===== src/rtl/cv_ctrl_cfg.svh =====
// Constants of the console controller front end
// Include wherever scan codes, keypad line codes or widths are needed

`ifndef CV_CTRL_CFG_SVH
`define CV_CTRL_CFG_SVH

//////////////////////////////
// Sizes
//////////////////////////////
`define CV_PORTS        2
`define CV_KEYPAD_BITS  20
`define CV_DIGITS       10
// Keys 0 to 9, star, number, purple, blue
`define CV_PRIO_KEYS    14
`define CV_LINE_BITS    4
`define CV_SCAN_BITS    8

//////////////////////////////
// PS/2 set 2 scan codes
//////////////////////////////
// Main row digits
`define CV_SC_MAIN_0    8'h45
`define CV_SC_MAIN_1    8'h16
`define CV_SC_MAIN_2    8'h1E
`define CV_SC_MAIN_3    8'h26
`define CV_SC_MAIN_4    8'h25
`define CV_SC_MAIN_5    8'h2E
`define CV_SC_MAIN_6    8'h36
`define CV_SC_MAIN_7    8'h3D
`define CV_SC_MAIN_8    8'h3E
`define CV_SC_MAIN_9    8'h46

// Numeric pad
`define CV_SC_PAD_0     8'h70
`define CV_SC_PAD_1     8'h69
`define CV_SC_PAD_2     8'h72
`define CV_SC_PAD_3     8'h7A
`define CV_SC_PAD_4     8'h6B
`define CV_SC_PAD_5     8'h73
`define CV_SC_PAD_6     8'h74
`define CV_SC_PAD_7     8'h6C
`define CV_SC_PAD_8     8'h75
`define CV_SC_PAD_9     8'h7D
`define CV_SC_PAD_STAR  8'h7C
`define CV_SC_PAD_MINUS 8'h7B
`define CV_SC_LSHIFT    8'h12
`define CV_SC_RSHIFT    8'h59

//////////////////////////////
// Console keypad line codes
//////////////////////////////
`define CV_KEY_0        4'b0011
`define CV_KEY_1        4'b1110
`define CV_KEY_2        4'b1101
`define CV_KEY_3        4'b0110
`define CV_KEY_4        4'b0001
`define CV_KEY_5        4'b1001
`define CV_KEY_6        4'b0111
`define CV_KEY_7        4'b1100
`define CV_KEY_8        4'b1000
`define CV_KEY_9        4'b1011
`define CV_KEY_STAR     4'b1010
`define CV_KEY_NUMBER   4'b0101
`define CV_KEY_PURPLE   4'b0100
`define CV_KEY_BLUE     4'b0010
`define CV_KEY_NONE     4'b1111

`endif


===== src/rtl/cv_ctrl_pkg.sv =====
// Types shared by the controller front end modules and the testbench
// Referenced by scoped name, sizes come from the config header

`include "cv_ctrl_cfg.svh"

package cv_ctrl_pkg;

	//////////////////////////////
	// Host side
	//////////////////////////////

	// Host joystick word, all bits active high, blue in bit 19
	typedef struct packed {
		logic                     blue;
		logic                     purple;
		logic [`CV_DIGITS-1:0]    key;
		logic                     number;
		logic                     star;
		logic                     fire2;
		logic                     fire1;
		logic                     up;
		logic                     down;
		logic                     left;
		logic                     right;
	} joy_state_t;

	// Keyboard event, new event on every change of toggle
	typedef struct packed {
		logic                     toggle;
		logic                     pressed;
		logic                     extended;
		logic [`CV_SCAN_BITS-1:0] code;
	} ps2_event_t;

	// Keys held on the keyboard that stand in for keypad buttons
	typedef struct packed {
		logic                     minus;
		logic                     shift;
		logic                     star;
		logic [`CV_DIGITS-1:0]    digit;
	} kbd_buttons_t;

	// Keypad sources of one port, declared in priority order
	typedef struct packed {
		logic [`CV_DIGITS-1:0]    key;
		logic                     star;
		logic                     number;
		logic                     purple;
		logic                     blue;
		logic                     up;
		logic                     down;
		logic                     left;
		logic                     right;
		logic                     fire1;
		logic                     fire2;
	} keypad_vec_t;

	//////////////////////////////
	// Console side
	//////////////////////////////

	// Both select lines active low
	typedef struct packed {
		logic                     key_n;
		logic                     joy_n;
	} cv_select_t;

	typedef struct packed {
		logic                     up_n;
		logic                     down_n;
		logic                     left_n;
		logic                     right_n;
	} cv_dir_t;

	// The same four lines carry a keypad code or the directions
	typedef union packed {
		logic [`CV_LINE_BITS-1:0] code;
		cv_dir_t                  dir;
	} cv_lines_u;

	typedef struct packed {
		cv_lines_u                lines;
		logic                     fire_n;
	} cv_port_t;

endpackage


===== src/rtl/ps2_keypad_decode.sv =====
// Keyboard side of the controller front end
// Watches the toggle strobe of the PS/2 event word and keeps the emulated keypad buttons

`include "cv_ctrl_cfg.svh"

module ps2_keypad_decode (
	input  logic                      clk_sys,
	input  logic                      reset,
	input  cv_ctrl_pkg::ps2_event_t   kbd_i,
	output cv_ctrl_pkg::kbd_buttons_t buttons_o
);

	logic                      toggle_q;
	logic                      event_seen;
	cv_ctrl_pkg::kbd_buttons_t buttons_q;

	// A change of the toggle bit marks a new event
	assign event_seen = kbd_i.toggle != toggle_q;

	//////////////////////////////
	// Button state
	//////////////////////////////

	// Only the low code byte is matched, so extended keys alias to plain ones
	always_ff @(posedge clk_sys or posedge reset) begin
		if (reset) begin
			toggle_q  <= 1'b0;
			buttons_q <= '0;
		end else begin
			toggle_q <= kbd_i.toggle;
			if (event_seen) begin
				case (kbd_i.code)
					`CV_SC_MAIN_0, `CV_SC_PAD_0: begin
						buttons_q.digit[0] <= kbd_i.pressed;
					end
					`CV_SC_MAIN_1, `CV_SC_PAD_1: begin
						buttons_q.digit[1] <= kbd_i.pressed;
					end
					`CV_SC_MAIN_2, `CV_SC_PAD_2: begin
						buttons_q.digit[2] <= kbd_i.pressed;
					end
					`CV_SC_MAIN_3, `CV_SC_PAD_3: begin
						buttons_q.digit[3] <= kbd_i.pressed;
					end
					`CV_SC_MAIN_4, `CV_SC_PAD_4: begin
						buttons_q.digit[4] <= kbd_i.pressed;
					end
					`CV_SC_MAIN_5, `CV_SC_PAD_5: begin
						buttons_q.digit[5] <= kbd_i.pressed;
					end
					`CV_SC_MAIN_6, `CV_SC_PAD_6: begin
						buttons_q.digit[6] <= kbd_i.pressed;
					end
					`CV_SC_MAIN_7, `CV_SC_PAD_7: begin
						buttons_q.digit[7] <= kbd_i.pressed;
					end
					`CV_SC_MAIN_8, `CV_SC_PAD_8: begin
						buttons_q.digit[8] <= kbd_i.pressed;
					end
					`CV_SC_MAIN_9, `CV_SC_PAD_9: begin
						buttons_q.digit[9] <= kbd_i.pressed;
					end
					`CV_SC_PAD_STAR: begin
						buttons_q.star <= kbd_i.pressed;
					end
					// Either shift key drives the one shift button
					`CV_SC_LSHIFT, `CV_SC_RSHIFT: begin
						buttons_q.shift <= kbd_i.pressed;
					end
					`CV_SC_PAD_MINUS: begin
						buttons_q.minus <= kbd_i.pressed;
					end
					default: begin
						// Keys without a keypad role are dropped
						buttons_q <= buttons_q;
					end
				endcase
			end
		end
	end

	assign buttons_o = buttons_q;

	// Buttons hold still unless the previous edge saw a new event
	a_buttons_follow_event: assert property (
		@(posedge clk_sys) disable iff (reset)
		!event_seen |=> $stable(buttons_q)
	) else $error("keypad buttons changed without a keyboard event");

endmodule


===== src/rtl/keypad_merge.sv =====
// Joins the host joysticks and the keyboard buttons into one keypad vector per port
// Port A is index 0, port B index 1; the keyboard feeds both ports

`include "cv_ctrl_cfg.svh"

module keypad_merge (
	input  cv_ctrl_pkg::joy_state_t   joy_a_i,
	input  cv_ctrl_pkg::joy_state_t   joy_b_i,
	input  logic                      swap_i,
	input  cv_ctrl_pkg::kbd_buttons_t buttons_i,
	output cv_ctrl_pkg::keypad_vec_t  keypad_o [`CV_PORTS]
);

	cv_ctrl_pkg::joy_state_t   joy_sel [`CV_PORTS];
	cv_ctrl_pkg::keypad_vec_t  kbd_vec;
	logic [`CV_KEYPAD_BITS-1:0] kbd_bits;

	// Host word reordered into keypad priority order
	function automatic cv_ctrl_pkg::keypad_vec_t remap(input cv_ctrl_pkg::joy_state_t joy);
		cv_ctrl_pkg::keypad_vec_t kp;
		kp.key    = joy.key;
		kp.star   = joy.star;
		kp.number = joy.number;
		kp.purple = joy.purple;
		kp.blue   = joy.blue;
		kp.up     = joy.up;
		kp.down   = joy.down;
		kp.left   = joy.left;
		kp.right  = joy.right;
		kp.fire1  = joy.fire1;
		kp.fire2  = joy.fire2;
		return kp;
	endfunction

	//////////////////////////////
	// Joystick swap
	//////////////////////////////
	assign joy_sel[0] = swap_i ? joy_b_i : joy_a_i;
	assign joy_sel[1] = swap_i ? joy_a_i : joy_b_i;

	//////////////////////////////
	// Keyboard contribution
	//////////////////////////////

	// Shift+8 and shift+3 give star and number as on a US layout
	always_comb begin
		kbd_vec        = '0;
		kbd_vec.key    = buttons_i.digit;
		kbd_vec.star   = buttons_i.star | (buttons_i.shift & buttons_i.digit[8]);
		kbd_vec.number = buttons_i.minus | (buttons_i.shift & buttons_i.digit[3]);
	end

	assign kbd_bits = kbd_vec;

	for (genvar p = 0; p < `CV_PORTS; p++) begin : g_port
		assign keypad_o[p] = cv_ctrl_pkg::keypad_vec_t'(remap(joy_sel[p]) | kbd_bits);
	end

endmodule


===== src/rtl/cv_port_encoder.sv =====
// Drives the four data lines and the fire line of one console controller port
// Keypad and joystick terms are each forced high while their select is high

`include "cv_ctrl_cfg.svh"

module cv_port_encoder (
	input  cv_ctrl_pkg::keypad_vec_t keypad_i,
	input  cv_ctrl_pkg::cv_select_t  sel_i,
	output cv_ctrl_pkg::cv_port_t    port_o
);

	// Line code per priority index, key 0 first and blue last
	localparam logic [`CV_LINE_BITS-1:0] KEY_CODES [`CV_PRIO_KEYS] = '{
		`CV_KEY_0,
		`CV_KEY_1,
		`CV_KEY_2,
		`CV_KEY_3,
		`CV_KEY_4,
		`CV_KEY_5,
		`CV_KEY_6,
		`CV_KEY_7,
		`CV_KEY_8,
		`CV_KEY_9,
		`CV_KEY_STAR,
		`CV_KEY_NUMBER,
		`CV_KEY_PURPLE,
		`CV_KEY_BLUE
	};

	logic [`CV_PRIO_KEYS-1:0] prio;
	cv_ctrl_pkg::cv_lines_u   key_lines;
	cv_ctrl_pkg::cv_lines_u   joy_lines;
	logic                     key_fire_n;
	logic                     joy_fire_n;

	// Index 0 is key 0, index 13 is blue
	assign prio = {keypad_i.blue, keypad_i.purple, keypad_i.number, keypad_i.star, keypad_i.key};

	//////////////////////////////
	// Keypad term
	//////////////////////////////

	// Scan down so the lowest index that is set wins
	always_comb begin
		key_lines.code = `CV_KEY_NONE;
		key_fire_n     = 1'b1;
		if (!sel_i.key_n) begin
			for (int i = `CV_PRIO_KEYS - 1; i >= 0; i--) begin
				if (prio[i]) begin
					key_lines.code = KEY_CODES[i];
				end
			end
			// Fire 2 shows up on the fire line in keypad mode
			key_fire_n = ~keypad_i.fire2;
		end
	end

	//////////////////////////////
	// Joystick term
	//////////////////////////////
	always_comb begin
		joy_lines.code = '1;
		joy_fire_n     = 1'b1;
		if (!sel_i.joy_n) begin
			joy_lines.dir.up_n    = ~keypad_i.up;
			joy_lines.dir.down_n  = ~keypad_i.down;
			joy_lines.dir.left_n  = ~keypad_i.left;
			joy_lines.dir.right_n = ~keypad_i.right;
			joy_fire_n            = ~keypad_i.fire1;
		end
	end

	// Open-collector style wired AND of both modes
	assign port_o.lines.code = key_lines.code & joy_lines.code;
	assign port_o.fire_n     = key_fire_n & joy_fire_n;

	// Idle port must read all ones to the console
	always_comb begin
		if (sel_i.key_n && sel_i.joy_n) begin
			a_idle_port_high: assert final (port_o == '1)
			else $error("port lines not all high with both selects inactive");
		end
	end

endmodule


===== src/rtl/cv_ctrl_top.sv =====
// Controller front end of the console core
// Host joysticks and keyboard events in, two console controller ports out

`include "cv_ctrl_cfg.svh"

module cv_ctrl_top (
	input  logic                     clk_sys,
	input  logic                     reset,
	input  cv_ctrl_pkg::joy_state_t  joy_a_i,
	input  cv_ctrl_pkg::joy_state_t  joy_b_i,
	input  logic                     swap_i,
	input  cv_ctrl_pkg::ps2_event_t  kbd_i,
	input  cv_ctrl_pkg::cv_select_t  sel_i [`CV_PORTS],
	output cv_ctrl_pkg::cv_port_t    port_o [`CV_PORTS]
);

	cv_ctrl_pkg::kbd_buttons_t buttons;
	cv_ctrl_pkg::keypad_vec_t  keypad [`CV_PORTS];

	//////////////////////////////
	// Keyboard decode
	//////////////////////////////

	// The only clocked stage, one edge from toggle to buttons
	ps2_keypad_decode i_decode (
		.clk_sys   (clk_sys),
		.reset     (reset),
		.kbd_i     (kbd_i),
		.buttons_o (buttons)
	);

	//////////////////////////////
	// Keypad merge
	//////////////////////////////
	keypad_merge i_merge (
		.joy_a_i   (joy_a_i),
		.joy_b_i   (joy_b_i),
		.swap_i    (swap_i),
		.buttons_i (buttons),
		.keypad_o  (keypad)
	);

	//////////////////////////////
	// Port encoders
	//////////////////////////////
	cv_port_encoder i_port_a (
		.keypad_i  (keypad[0]),
		.sel_i     (sel_i[0]),
		.port_o    (port_o[0])
	);

	cv_port_encoder i_port_b (
		.keypad_i  (keypad[1]),
		.sel_i     (sel_i[1]),
		.port_o    (port_o[1])
	);

endmodule


===== config.mk =====
export PLATFORM = sky130hd
export DESIGN_NAME = cv_ctrl_top
export DESIGN_NICKNAME = d
export VERILOG_FILES = /design/src/rtl/cv_ctrl_pkg.sv /design/src/rtl/ps2_keypad_decode.sv /design/src/rtl/keypad_merge.sv /design/src/rtl/cv_port_encoder.sv /design/src/rtl/cv_ctrl_top.sv
export VERILOG_INCLUDE_DIRS = /design/src /design/src/rtl
export SDC_FILE = /design/constraint.sdc
export NUM_CORES = 1
export LEC_CHECK = 0
export ABC_AREA = 1
export ABC_CLOCK_PERIOD_IN_PS = 1300
export BUFFER_PORTS_ARGS = -buffer_cell sky130_fd_sc_hd__buf_2
export CAP_MARGIN = 20
export CORE_UTILIZATION = 48
export DETAILED_ROUTE_END_ITERATION = 8
export PLACE_DENSITY = 0.77
export SYNTH_ARGS = -nofsm -noshare
export SYNTH_HDL_FRONTEND = slang
export SYNTH_HIERARCHICAL = 1
export SYNTH_SLANG_ARGS = --single-unit

===== constraint.sdc =====
create_clock -name clk_sys -period 1.3 [get_ports clk_sys]
set_input_delay 0 -clock clk_sys [delete_from_list [all_inputs] [get_ports clk_sys]]
set_output_delay 0 -clock clk_sys [all_outputs]
set_load 0.005 [all_outputs]

==> flow_summary.toml, run 1 <==
[die]
row_count = 23
start_util_pct = 50.3
boundaryPins = 68
die_w_um = 66.7
dieArea_sq_um = 4450
core_sq_um = 4000
die_y_um = 66.7

[yosys]
synth-xor-area-share_pct = 0
synth_mux_area_share_pct = 0
avgSynthCellArea_sq_um = 5.10
synth_fa_ha_area_share_pct = 0
synth_compound_area_share_pct = 13.6
ys_warn_count = 6
synth-seq-cells = 14
yosys.area_share.simple_pct = 55.0
synth_top_family_by_area = "simple AND/OR/NAND/NOR gates"
seq_area_frac_synth_pct = 17.4
synth_cell_types = 24
syn_nets = 452
syn_inst = 394
synth.cell_area_sq_um = 2010

[critical_path]
critPathKind = "reg -> out"
critPathRequiredTime_ns = 1.30
critPathLaunchType = "flip-flop"
reg2reg_to = "i_decode/buttons_o[7]$_DFFE_PP0P_"
cp_max_fo = 3
cp_data_arrival_time_ns = 1.68
regToRegSetupSlack_ns = 0.13
end_kind = "output pin"
r2r_cells = 5
crit_start = "i_decode/buttons_o[8]$_DFFE_PP0P_"
r2r_start = "i_decode/toggle_q$_DFF_PP0_"
setup.worst_path.end = "port_o[4]"

[timing]
setup_ws_ns = -0.384
min_period_ns = 1.68
relSlewSlack_pct = 66.2
fmax_mhz = 594
finalSetupViolations = 8
rsz0062_at_grt = "true"
hold_viol_final = 0
clock_skew_ns = 0.00221
tightest_slew_ns = 0.507
finalCritPeriodShare_pct = 130
fin_tns_setup_ns = -2.75
drv_slew = 0

[clock_network]
clock-sinks = 14
cts_tree = "built"
root_buffer = "clkbuf_8"
cts.clk_slew.worst_paths_ns = 0.05
clk_latency_ns = 0.24
cts_buffers = 3
clockBufferDepth = 2
htreeDepth = 1

[cells_and_area]
area_growth_syn_to_layout_pct = 35.7
nFillCells = 373
drive_gt1_share_pct = 27.5
mostFrequentLayoutCell = "nand2_1"
stdcell_area_sq_um = 2730
mostFrequentLayoutCells = "nand2_1, buf_2, inv_1, nand3_1, nor2_1"
ff_latch_area_sq_um = 350
final_nets = 546
multiInputGateArea_sq_um = 1450
diodes = 0

[power_and_ir_drop]
p_per_area_nw_per_um2 = 656
power_mw = 1.79
vdd.ir_drop.worst_uv = 598
p_leak_nw = 1.61

[routing]
via_per_inst = 4.91
postRouteAntennaNets = 0
routed_wl_um = 5520
first_pass_iters = 4
initialDrtViolationCount = 114
drc = 0
num_vias = 2637
avgRoutedWirePerCell_um = 10.3

[grt]
gr-usage-all-layers_pct = 25.6
antenna_found_initial = 0
grt_pass1_wl_um = 8900
grt_pass1_vias = 2200
grt_max_degree = 15
grt_overflow_total = 0

[min_path]
min_path_type = "in -> reg"
hold_depth = 3

[placement]
dp_hpwl_um = 4480
gp_congestion = 0.898
io_buffer_count = 66
placed_area_sq_um = 2560

[status]
status = "complete, but fails checks"
violations = "setup timing"

[flow_run]
maxCapViolCount = 0
[Yosys cell counts]
cell | instances | area (sq um)
o21ai_0 | 14 | 70.1
inv_2 | 4 | 15.0
a21oi_1 | 6 | 30.0
buf_6 | 1 | 11.3
buf_2 | 9 | 45.0
nand3b_1 | 2 | 15.0
a22o_1 | 2 | 17.5
a21boi_1 | 4 | 30.0
nand2_1 | 180 | 676
nand2_2 | 3 | 18.8
o21ai_2 | 2 | 17.5
nor2_1 | 34 | 128
or2_1 | 2 | 12.5
nor2_2 | 1 | 6.26
o21ai_1 | 10 | 50.1
nor2_4 | 4 | 45.0
dfrtp_1 | 14 | 350
inv_1 | 54 | 203
a22oi_2 | 2 | 25.0
nor3_1 | 4 | 20.0
a21oi_2 | 2 | 17.5
nand3_1 | 37 | 185
o21bai_1 | 2 | 15.0
buf_4 | 1 | 7.51
[worst min path at each step]
stage	start	endpoint	slack (ns)
detailed placement	reset	i_decode/buttons_o[5]$_DFFE_PP0P_	0.06
finish	kbd_i[9]	i_decode/buttons_o[0]$_DFFE_PP0P_	0.10
global route	kbd_i[9]	i_decode/buttons_o[1]$_DFFE_PP0P_	0.13
global placement	reset	i_decode/buttons_o[5]$_DFFE_PP0P_	0.05
CTS	kbd_i[9]	i_decode/buttons_o[0]$_DFFE_PP0P_	0.1
floorplan	reset	i_decode/buttons_o[0]$_DFFE_PP0P_	-0.11
[timing repair]
item,CTS,global route
resized for setup,14,8
pin swaps,5,9
setup buffers,0,3
gates cloned,0,1
hold buffers,2,0
hold endpoints to repair,15,0
setup endpoints to repair,8,14
[through the flow]
stage	setup WS [ns]	util [%]	hold WS, ns	cells
final	-0.384	68.2	0.100	537
after detailed placement	-0.121	64.1	0.0573	527
after CTS	-0.325	66.8	0.0976	533
after global placement	-0.107	64.1	0.0529	527
after global routing	-0.518	68.2	0.129	537
after floorplan	0.107	-	-0.111	394
[critical path, cell delays in order, from the launching register on]
cell	delay [ns]
dfrtp_1	0.40
a21oi_2	0.21
nand2_2	0.11
nor2_4	0.13
nand2_1	0.06
o21bai_1	0.11
nand2_1	0.06
nand2_1	0.07
nand2_1	0.05
nand2_1	0.06
a21boi_1	0.06
buf_2	0.12
[power by group]
| part | switching (mW) | internal (mW) |
|---|---|---|
| Sequential | 0.0258 | 0.476 |
| Clock | 0.149 | 0.268 |
| Combinational | 0.490 | 0.381 |
[registers in the layout, indices dropped and copies added (netlist names)]
name	cells
i_decode/toggle_q	1
i_decode/buttons_o	13
[kinds of logic after synthesis]
| kind of cell | after synthesis |
|---|---|
| AO/OA/AOI/OAI | 44 |
| buffers and inverters | 69 |
| flip-flops | 14 |
| AND/OR/NAND/NOR | 267 |
[layout make-up]
type	count	share of cell area, %
Inverter	58	7.98
Tap cell	50	2.29
Sequential cell	14	12.8
Multi-Input combinational cell	312	53.0
Clock buffer	4	2.02
Timing Repair Buffer	99	21.8
[per-layer routing]
metal / global-route usage, % / up-vias / routed length [um]
met1: 34.7 / 1169 / 2580
met5: 0 / - / 0
met3: 2.74 / 5 / 223
met4: 6.12 / 0 / 32
li1: - / 1402 / -
met2: 42.9 / 61 / 2680
No activity file was read; power rests on OpenSTA's default activity.
==> run 2, diff against run 1 <==
--- a/config.mk
+++ b/config.mk
@@ -13,6 +13,7 @@
 export CORE_UTILIZATION = 48
 export DETAILED_ROUTE_END_ITERATION = 8
 export PLACE_DENSITY = 0.77
+export SETUP_SLACK_MARGIN = 0.2
 export SYNTH_ARGS = -nofsm -noshare
 export SYNTH_HDL_FRONTEND = slang
 export SYNTH_HIERARCHICAL = 1
==> run 2 against run 1 <==
The flow still finishes with violations (setup timing). Register-to-register slack got worse by 0.02 ns. Highest routed layer unchanged. Critical path depth rose by 2. Clock skew rose by 0.00056 ns. Combinational power rose by 7.2%. Total power barely moved. Via count rose by 3.0%. Wire length rose by 7.9%. Largest cell class unchanged. Sequential share of layout area fell by 0.76 points. Die area did not move.
==> flow_summary.toml, run 2 (synthesis gave the netlist of run 1 again) <==
[clock_network]
cts_tree = "built"
clock-sinks = 14
root_buffer = "clkbuf_8"
clockBufferDepth = 2
cts.clk_slew.worst_paths_ns = 0.06
htreeDepth = 1
cts_buffers = 3
clk_latency_ns = 0.24

[die]
die_w_um = 66.7
die_y_um = 66.7
row_count = 23
core_sq_um = 4000
boundaryPins = 68
start_util_pct = 50.3
dieArea_sq_um = 4450

[critical_path]
critPathRequiredTime_ns = 1.30
cp_data_arrival_time_ns = 1.66
critPathLaunchType = "flip-flop"
end_kind = "output pin"
cp_max_fo = 4
critPathKind = "reg -> out"

[routing]
first_pass_iters = 5
via_per_inst = 5.08
avgRoutedWirePerCell_um = 11.1
drc = 0
initialDrtViolationCount = 173
postRouteAntennaNets = 0
num_vias = 2716
routed_wl_um = 5960

[grt]
grt_pass1_vias = 2177
grt_max_degree = 21
grt_pass1_wl_um = 8940
antenna_found_initial = 0
grt_overflow_total = 0
gr-usage-all-layers_pct = 25.8

[power_and_ir_drop]
p_per_area_nw_per_um2 = 618
seq_power_share_pct = 28.3
combPwrFrac_pct = 52.1
p_int_mw = 1.10
vdd.ir_drop.worst_uv = 729
clockPowerShare_pct = 19.6
p_leak_nw = 1.65
swShare_pct = 38.8
switchingPower_mw = 0.694

[timing]
tightest_slew_ns = 0.505
clock_skew_ns = 0.00277
rsz0062_at_grt = "true"
relSlewSlack_pct = 66.3
fmax_mhz = 604
min_period_ns = 1.66
drv_slew = 0
finalSetupViolations = 8
finalCritPeriodShare_pct = 127
setup_ws_ns = -0.355
hold_viol_final = 0

[placement]
gp_congestion = 0.947
io_buffer_count = 66
place_inst = 524
dp_hpwl_um = 4580

[cells_and_area]
final_core_util_pct = 72.5
diodes = 0
nFillCells = 368
mostFrequentLayoutCells = "nand2_1, buf_2, inv_1, nor2_1, nand3_1"
final_nets = 545
multiInputGateArea_sq_um = 1570
ff_latch_area_sq_um = 350
drive_gt1_share_pct = 32.4
largest_register_ffs = 13
final_cells = 535
mostFrequentLayoutCell = "nand2_1"
area_growth_syn_to_layout_pct = 44.2

[status]
status = "complete, but fails checks"
violations = "setup timing"

[min_path]
min_path_type = "in -> reg"

[flow_run]
maxCapViolCount = 0
==> run 2: routing by layer <==
| layer | track usage (%) | routed length [um] | vias up |
|---|---|---|---|
| met5 | 0 | 0 | - |
| met4 | 5.05 | 88 | 0 |
| met3 | 3.25 | 389 | 14 |
| met2 | 44.3 | 2860 | 111 |
| met1 | 34.4 | 2620 | 1193 |
| li1 | - | - | 1398 |
==> run 2: worst max-delay path: stages, from the launching register on <==
cell and delay (ns):
dfrtp_1 0.41, a21oi_2 0.20, nand2_2 0.12, inv_2 0.07
o21ai_2 0.05, nand2_1 0.06, nand2_1 0.06, nand2_1 0.06
nand2_1 0.06, nand2_1 0.06, nand2_1 0.04, nand2_1 0.06
a21oi_2 0.05, buf_2 0.12
==> run 2: path summary, 6_finish.rpt <==
path | cells past startpoint | to | startpoint | slack [ns]
max in group asynchronous | 3 | i_decode/buttons_o[9]$_DFFE_PP0P_ | reset | 0.62
min reg2reg | 2 | i_decode/buttons_o[6]$_DFFE_PP0P_ | i_decode/buttons_o[6]$_DFFE_PP0P_ | 0.48
max reg2reg | 8 | i_decode/buttons_o[4]$_DFFE_PP0P_ | i_decode/toggle_q$_DFF_PP0_ | 0.11
min in group asynchronous | 3 | i_decode/buttons_o[5]$_DFFE_PP0P_ | reset | 0.34
max | 13 | port_o[6] | i_decode/buttons_o[11]$_DFFE_PP0P_ | -0.36
min | 3 | i_decode/buttons_o[1]$_DFFE_PP0P_ | kbd_i[9] | 0.12
==> run 2: power groups by stage <==
stage / Sequential [mW] / Clock, mW / Combinational (mW)
floorplan: 0.504 / 0 / 0.504
global placement: 0.510 / 0 / 0.809
detailed placement: 0.512 / 0 / 0.819
CTS: 0.506 / 0.358 / 0.889
global route: 0.511 / 0.383 / 1.04
finish: 0.507 / 0.350 / 0.934
==> run 2: what timing repair did <==
action | in CTS | in global routing
endpoints found under the hold margin | 15 | 0
gates cloned | 1 | 0
pin swaps | 30 | 13
setup endpoints to repair | 20 | 23
hold buffers | 2 | 0
resized for setup | 29 | 23
buffers inserted | 4 | 1
==> run 2: area by class of cell <==
class,instances,share of cell area [%]
sequential,14,12.1
inverter,58,7.60
multi-input combinational,311,54.2
tap,50,2.16
clock buffer,3,1.42
timing repair buffer,99,22.5
==> run 2: per-stage QoR <==
step | worst slack [ns] | hold WS (ns) | total power [mW] | instance area (sq um) | setup TNS, ns
floorplan | 0.148 | -0.111 | 1.01 | 2040 | 0
global placement | -0.0643 | 0.0575 | 1.32 | 2580 | -0.232
detailed placement | -0.0829 | 0.0576 | 1.33 | 2580 | -0.474
CTS | -0.344 | 0.0966 | 1.75 | 2810 | -2.62
global route | -0.531 | 0.120 | 1.93 | 2900 | -3.74
finish | -0.355 | 0.118 | 1.79 | 2900 | -2.57
==> run 3, diff against run 2 <==
--- a/config.mk
+++ b/config.mk
@@ -6,7 +6,6 @@
 export SDC_FILE = /design/constraint.sdc
 export NUM_CORES = 1
 export LEC_CHECK = 0
-export ABC_AREA = 1
 export ABC_CLOCK_PERIOD_IN_PS = 1300
 export BUFFER_PORTS_ARGS = -buffer_cell sky130_fd_sc_hd__buf_2
 export CAP_MARGIN = 20
==> run 3 against run 2 <==
The run still ends with setup timing left. Clock skew increased by 0.0039 ns. Clock power increased by 3%. Cell area increased by 17%. Sequential power increased by 3%. Utilization increased by 17 points.
==> flow_summary.toml, run 3 <==
[yosys]
synth.area.top_cells = "dfrtp_1, mux2_2, a211o_1"
synth-seq-cells = 14
synth_top_cells_by_count = "mux2_2, nor2b_1, a211o_1"
synthArstFlopShare_pct = 100
synth_top_area_share_pct = 17.8
syn_inst = 233
synth_cell_types = 51
synth.cell_area_sq_um = 1970
ys_warn_count = 6
synth_most_common_cell = "mux2_2"
yosys.area.top_type = "dfrtp_1"
syn_nets = 291
synth_edf_count = 0
yosys_most_used_dff = "dfrtp_1"
avgSynthCellArea_sq_um = 8.46
seq_area_frac_synth_pct = 17.8

[clock_network]
clockBufferDepth = 2
cts_buffers = 3
cts.clk_slew.worst_paths_ns = 0.06
htreeDepth = 1
root_buffer = "clkbuf_8"
cts_tree = "built"
clock-sinks = 14
clk_latency_ns = 0.25

[timing]
tightest_slew_ns = 0.558
fmax_mhz = 504
min_period_ns = 1.98
relSlewSlack_pct = 62.8
finalCritPeriodShare_pct = 153
hold_viol_final = 0
rsz0062_at_grt = "true"
finalSetupViolations = 21
clock_skew_ns = 0.00670
drv_slew = 0
setup_ws_ns = -0.683
fin_tns_setup_ns = -9.02

[power_and_ir_drop]
seq_power_share_pct = 23.6
switchingPower_mw = 0.911
combPwrFrac_pct = 60.1
clockPowerShare_pct = 16.3
vdd.ir_drop.worst_uv = 641
swShare_pct = 41.2
p_per_area_nw_per_um2 = 651
p_int_mw = 1.30
p_leak_nw = 1.50

[critical_path]
critPathRequiredTime_ns = 1.30
cp_max_fo = 4
end_kind = "output pin"
critPathKind = "reg -> out"
cp_data_arrival_time_ns = 1.98
critPathLaunchType = "flip-flop"

[placement]
dp_hpwl_um = 4900
place_inst = 383
placed_area_sq_um = 2670
io_buffer_count = 66
gp_congestion = 0.927

[die]
boundaryPins = 68
start_util_pct = 51.9
row_count = 22
die_w_um = 66.1
die_y_um = 66.1
dieArea_sq_um = 4370
core_sq_um = 3800

[routing]
initialDrtViolationCount = 295
first_pass_iters = 5
drc = 0
routed_wl_um = 9950
postRouteAntennaNets = 0
num_vias = 2828
avgRoutedWirePerCell_um = 24.8
via_per_inst = 7.05

[cells_and_area]
largest_register_ffs = 13
diodes = 0
area_growth_syn_to_layout_pct = 72.3
mostFrequentLayoutCells = "buf_2, buf_4, nor2b_1, mux2_2, a211o_1"
final_cells = 401
final_nets = 413
drive_gt1_share_pct = 61.5
mostFrequentLayoutCell = "buf_2"
stdcell_area_sq_um = 3400

[grt]
busiest_layer = "met2"
grt_pass1_wl_um = 12500
grt_util_met2_pct = 62.0
grt_use_met3_pct = 6.03
grt_pass1_vias = 2512
met1_usage_pct = 49.8
grt_max_degree = 27
antenna_found_initial = 0
gr-usage-all-layers_pct = 38.9
grt_overflow_total = 0

[min_path]
min_path_type = "in -> reg"

[flow_run]
maxCapViolCount = 0

[status]
status = "complete, but fails checks"
violations = "setup timing"
==> run 3: cell type report <==
type	instances	area, sq um
Inverter	7	26.3
Timing Repair Buffer	126	847
Multi-Input combinational cell	203	2070
Sequential cell	14	353
Tap cell	48	60.1
Clock buffer	3	41.3
Fill cell	167	402
==> run 3: kinds of logic after synthesis <==
family / after synthesis / share of synthesized area [%]
AO/OA/AOI/OAI: 63 / 26.0
multiplexers: 33 / 18.6
flip-flops: 14 / 17.8
AND/OR/NAND/NOR: 105 / 31.2
buffers and inverters: 16 / 5.20
XOR/XNOR: 2 / 1.27
==> run 3: power by group through the flow <==
stage	clock network [mW]	logic, mW	registers (mW)
6_report	0.361	1.33	0.522
2_1_floorplan	0	0.515	0.506
3_5_place_dp	0	0.878	0.518
4_1_cts	0.355	1.08	0.513
5_1_grt	0.381	1.37	0.527
3_3_place_gp	0	0.861	0.516
==> run 3: metrics by stage <==
| step | utilization [%] | total power, mW | setup slack (ns) | hold slack [ns] |
|---|---|---|---|---|
| global route | 89.4 | 2.28 | -0.771 | 0.0995 |
| detailed placement | 70.2 | 1.40 | -0.609 | 0.0661 |
| global placement | 70.2 | 1.38 | -0.541 | 0.0433 |
| CTS | 83.3 | 1.95 | -0.612 | 0.0852 |
| finish | 89.4 | 2.21 | -0.683 | 0.0982 |
| floorplan | - | 1.02 | -0.169 | -0.111 |
==> run 3: per-layer routing <==
metal,up-vias,share of wire (%)
met5,-,0
met4,0,7.7
met3,93,11
met2,276,44
met1,1303,37
li1,1156,-
==> run 3: what timing repair did <==
item,in CTS,in global routing
setup endpoints to repair,23,23
pin swaps,20,15
setup buffers,8,6
hold buffers,1,0
resized for setup,66,35
endpoints found under the hold margin,14,0
==> run 3: worst max-delay path: stages (launching register included) <==
cell and delay (ns):
dfrtp_1 0.44, a21oi_4 0.23, nand2_2 0.11, or3_4 0.36
a2111oi_4 0.31, o311a_1 0.18, buf_2 0.10
==> run 3: worst paths after layout <==
kind	end	cells past startpoint	from	slack (ns)
max	port_o[9]	6	i_decode/buttons_o[3]$_DFFE_PP0P_	-0.68
min	i_decode/toggle_q$_DFF_PP0_	2	kbd_i[10]	0.1
max reg2reg	i_decode/buttons_o[3]$_DFFE_PP0P_	5	i_decode/toggle_q$_DFF_PP0_	-0.38
min reg2reg	i_decode/buttons_o[1]$_DFFE_PP0P_	1	i_decode/buttons_o[1]$_DFFE_PP0P_	0.55
max in group asynchronous	i_decode/buttons_o[11]$_DFFE_PP0P_	3	reset	0.54
min in group asynchronous	i_decode/buttons_o[5]$_DFFE_PP0P_	3	reset	0.36
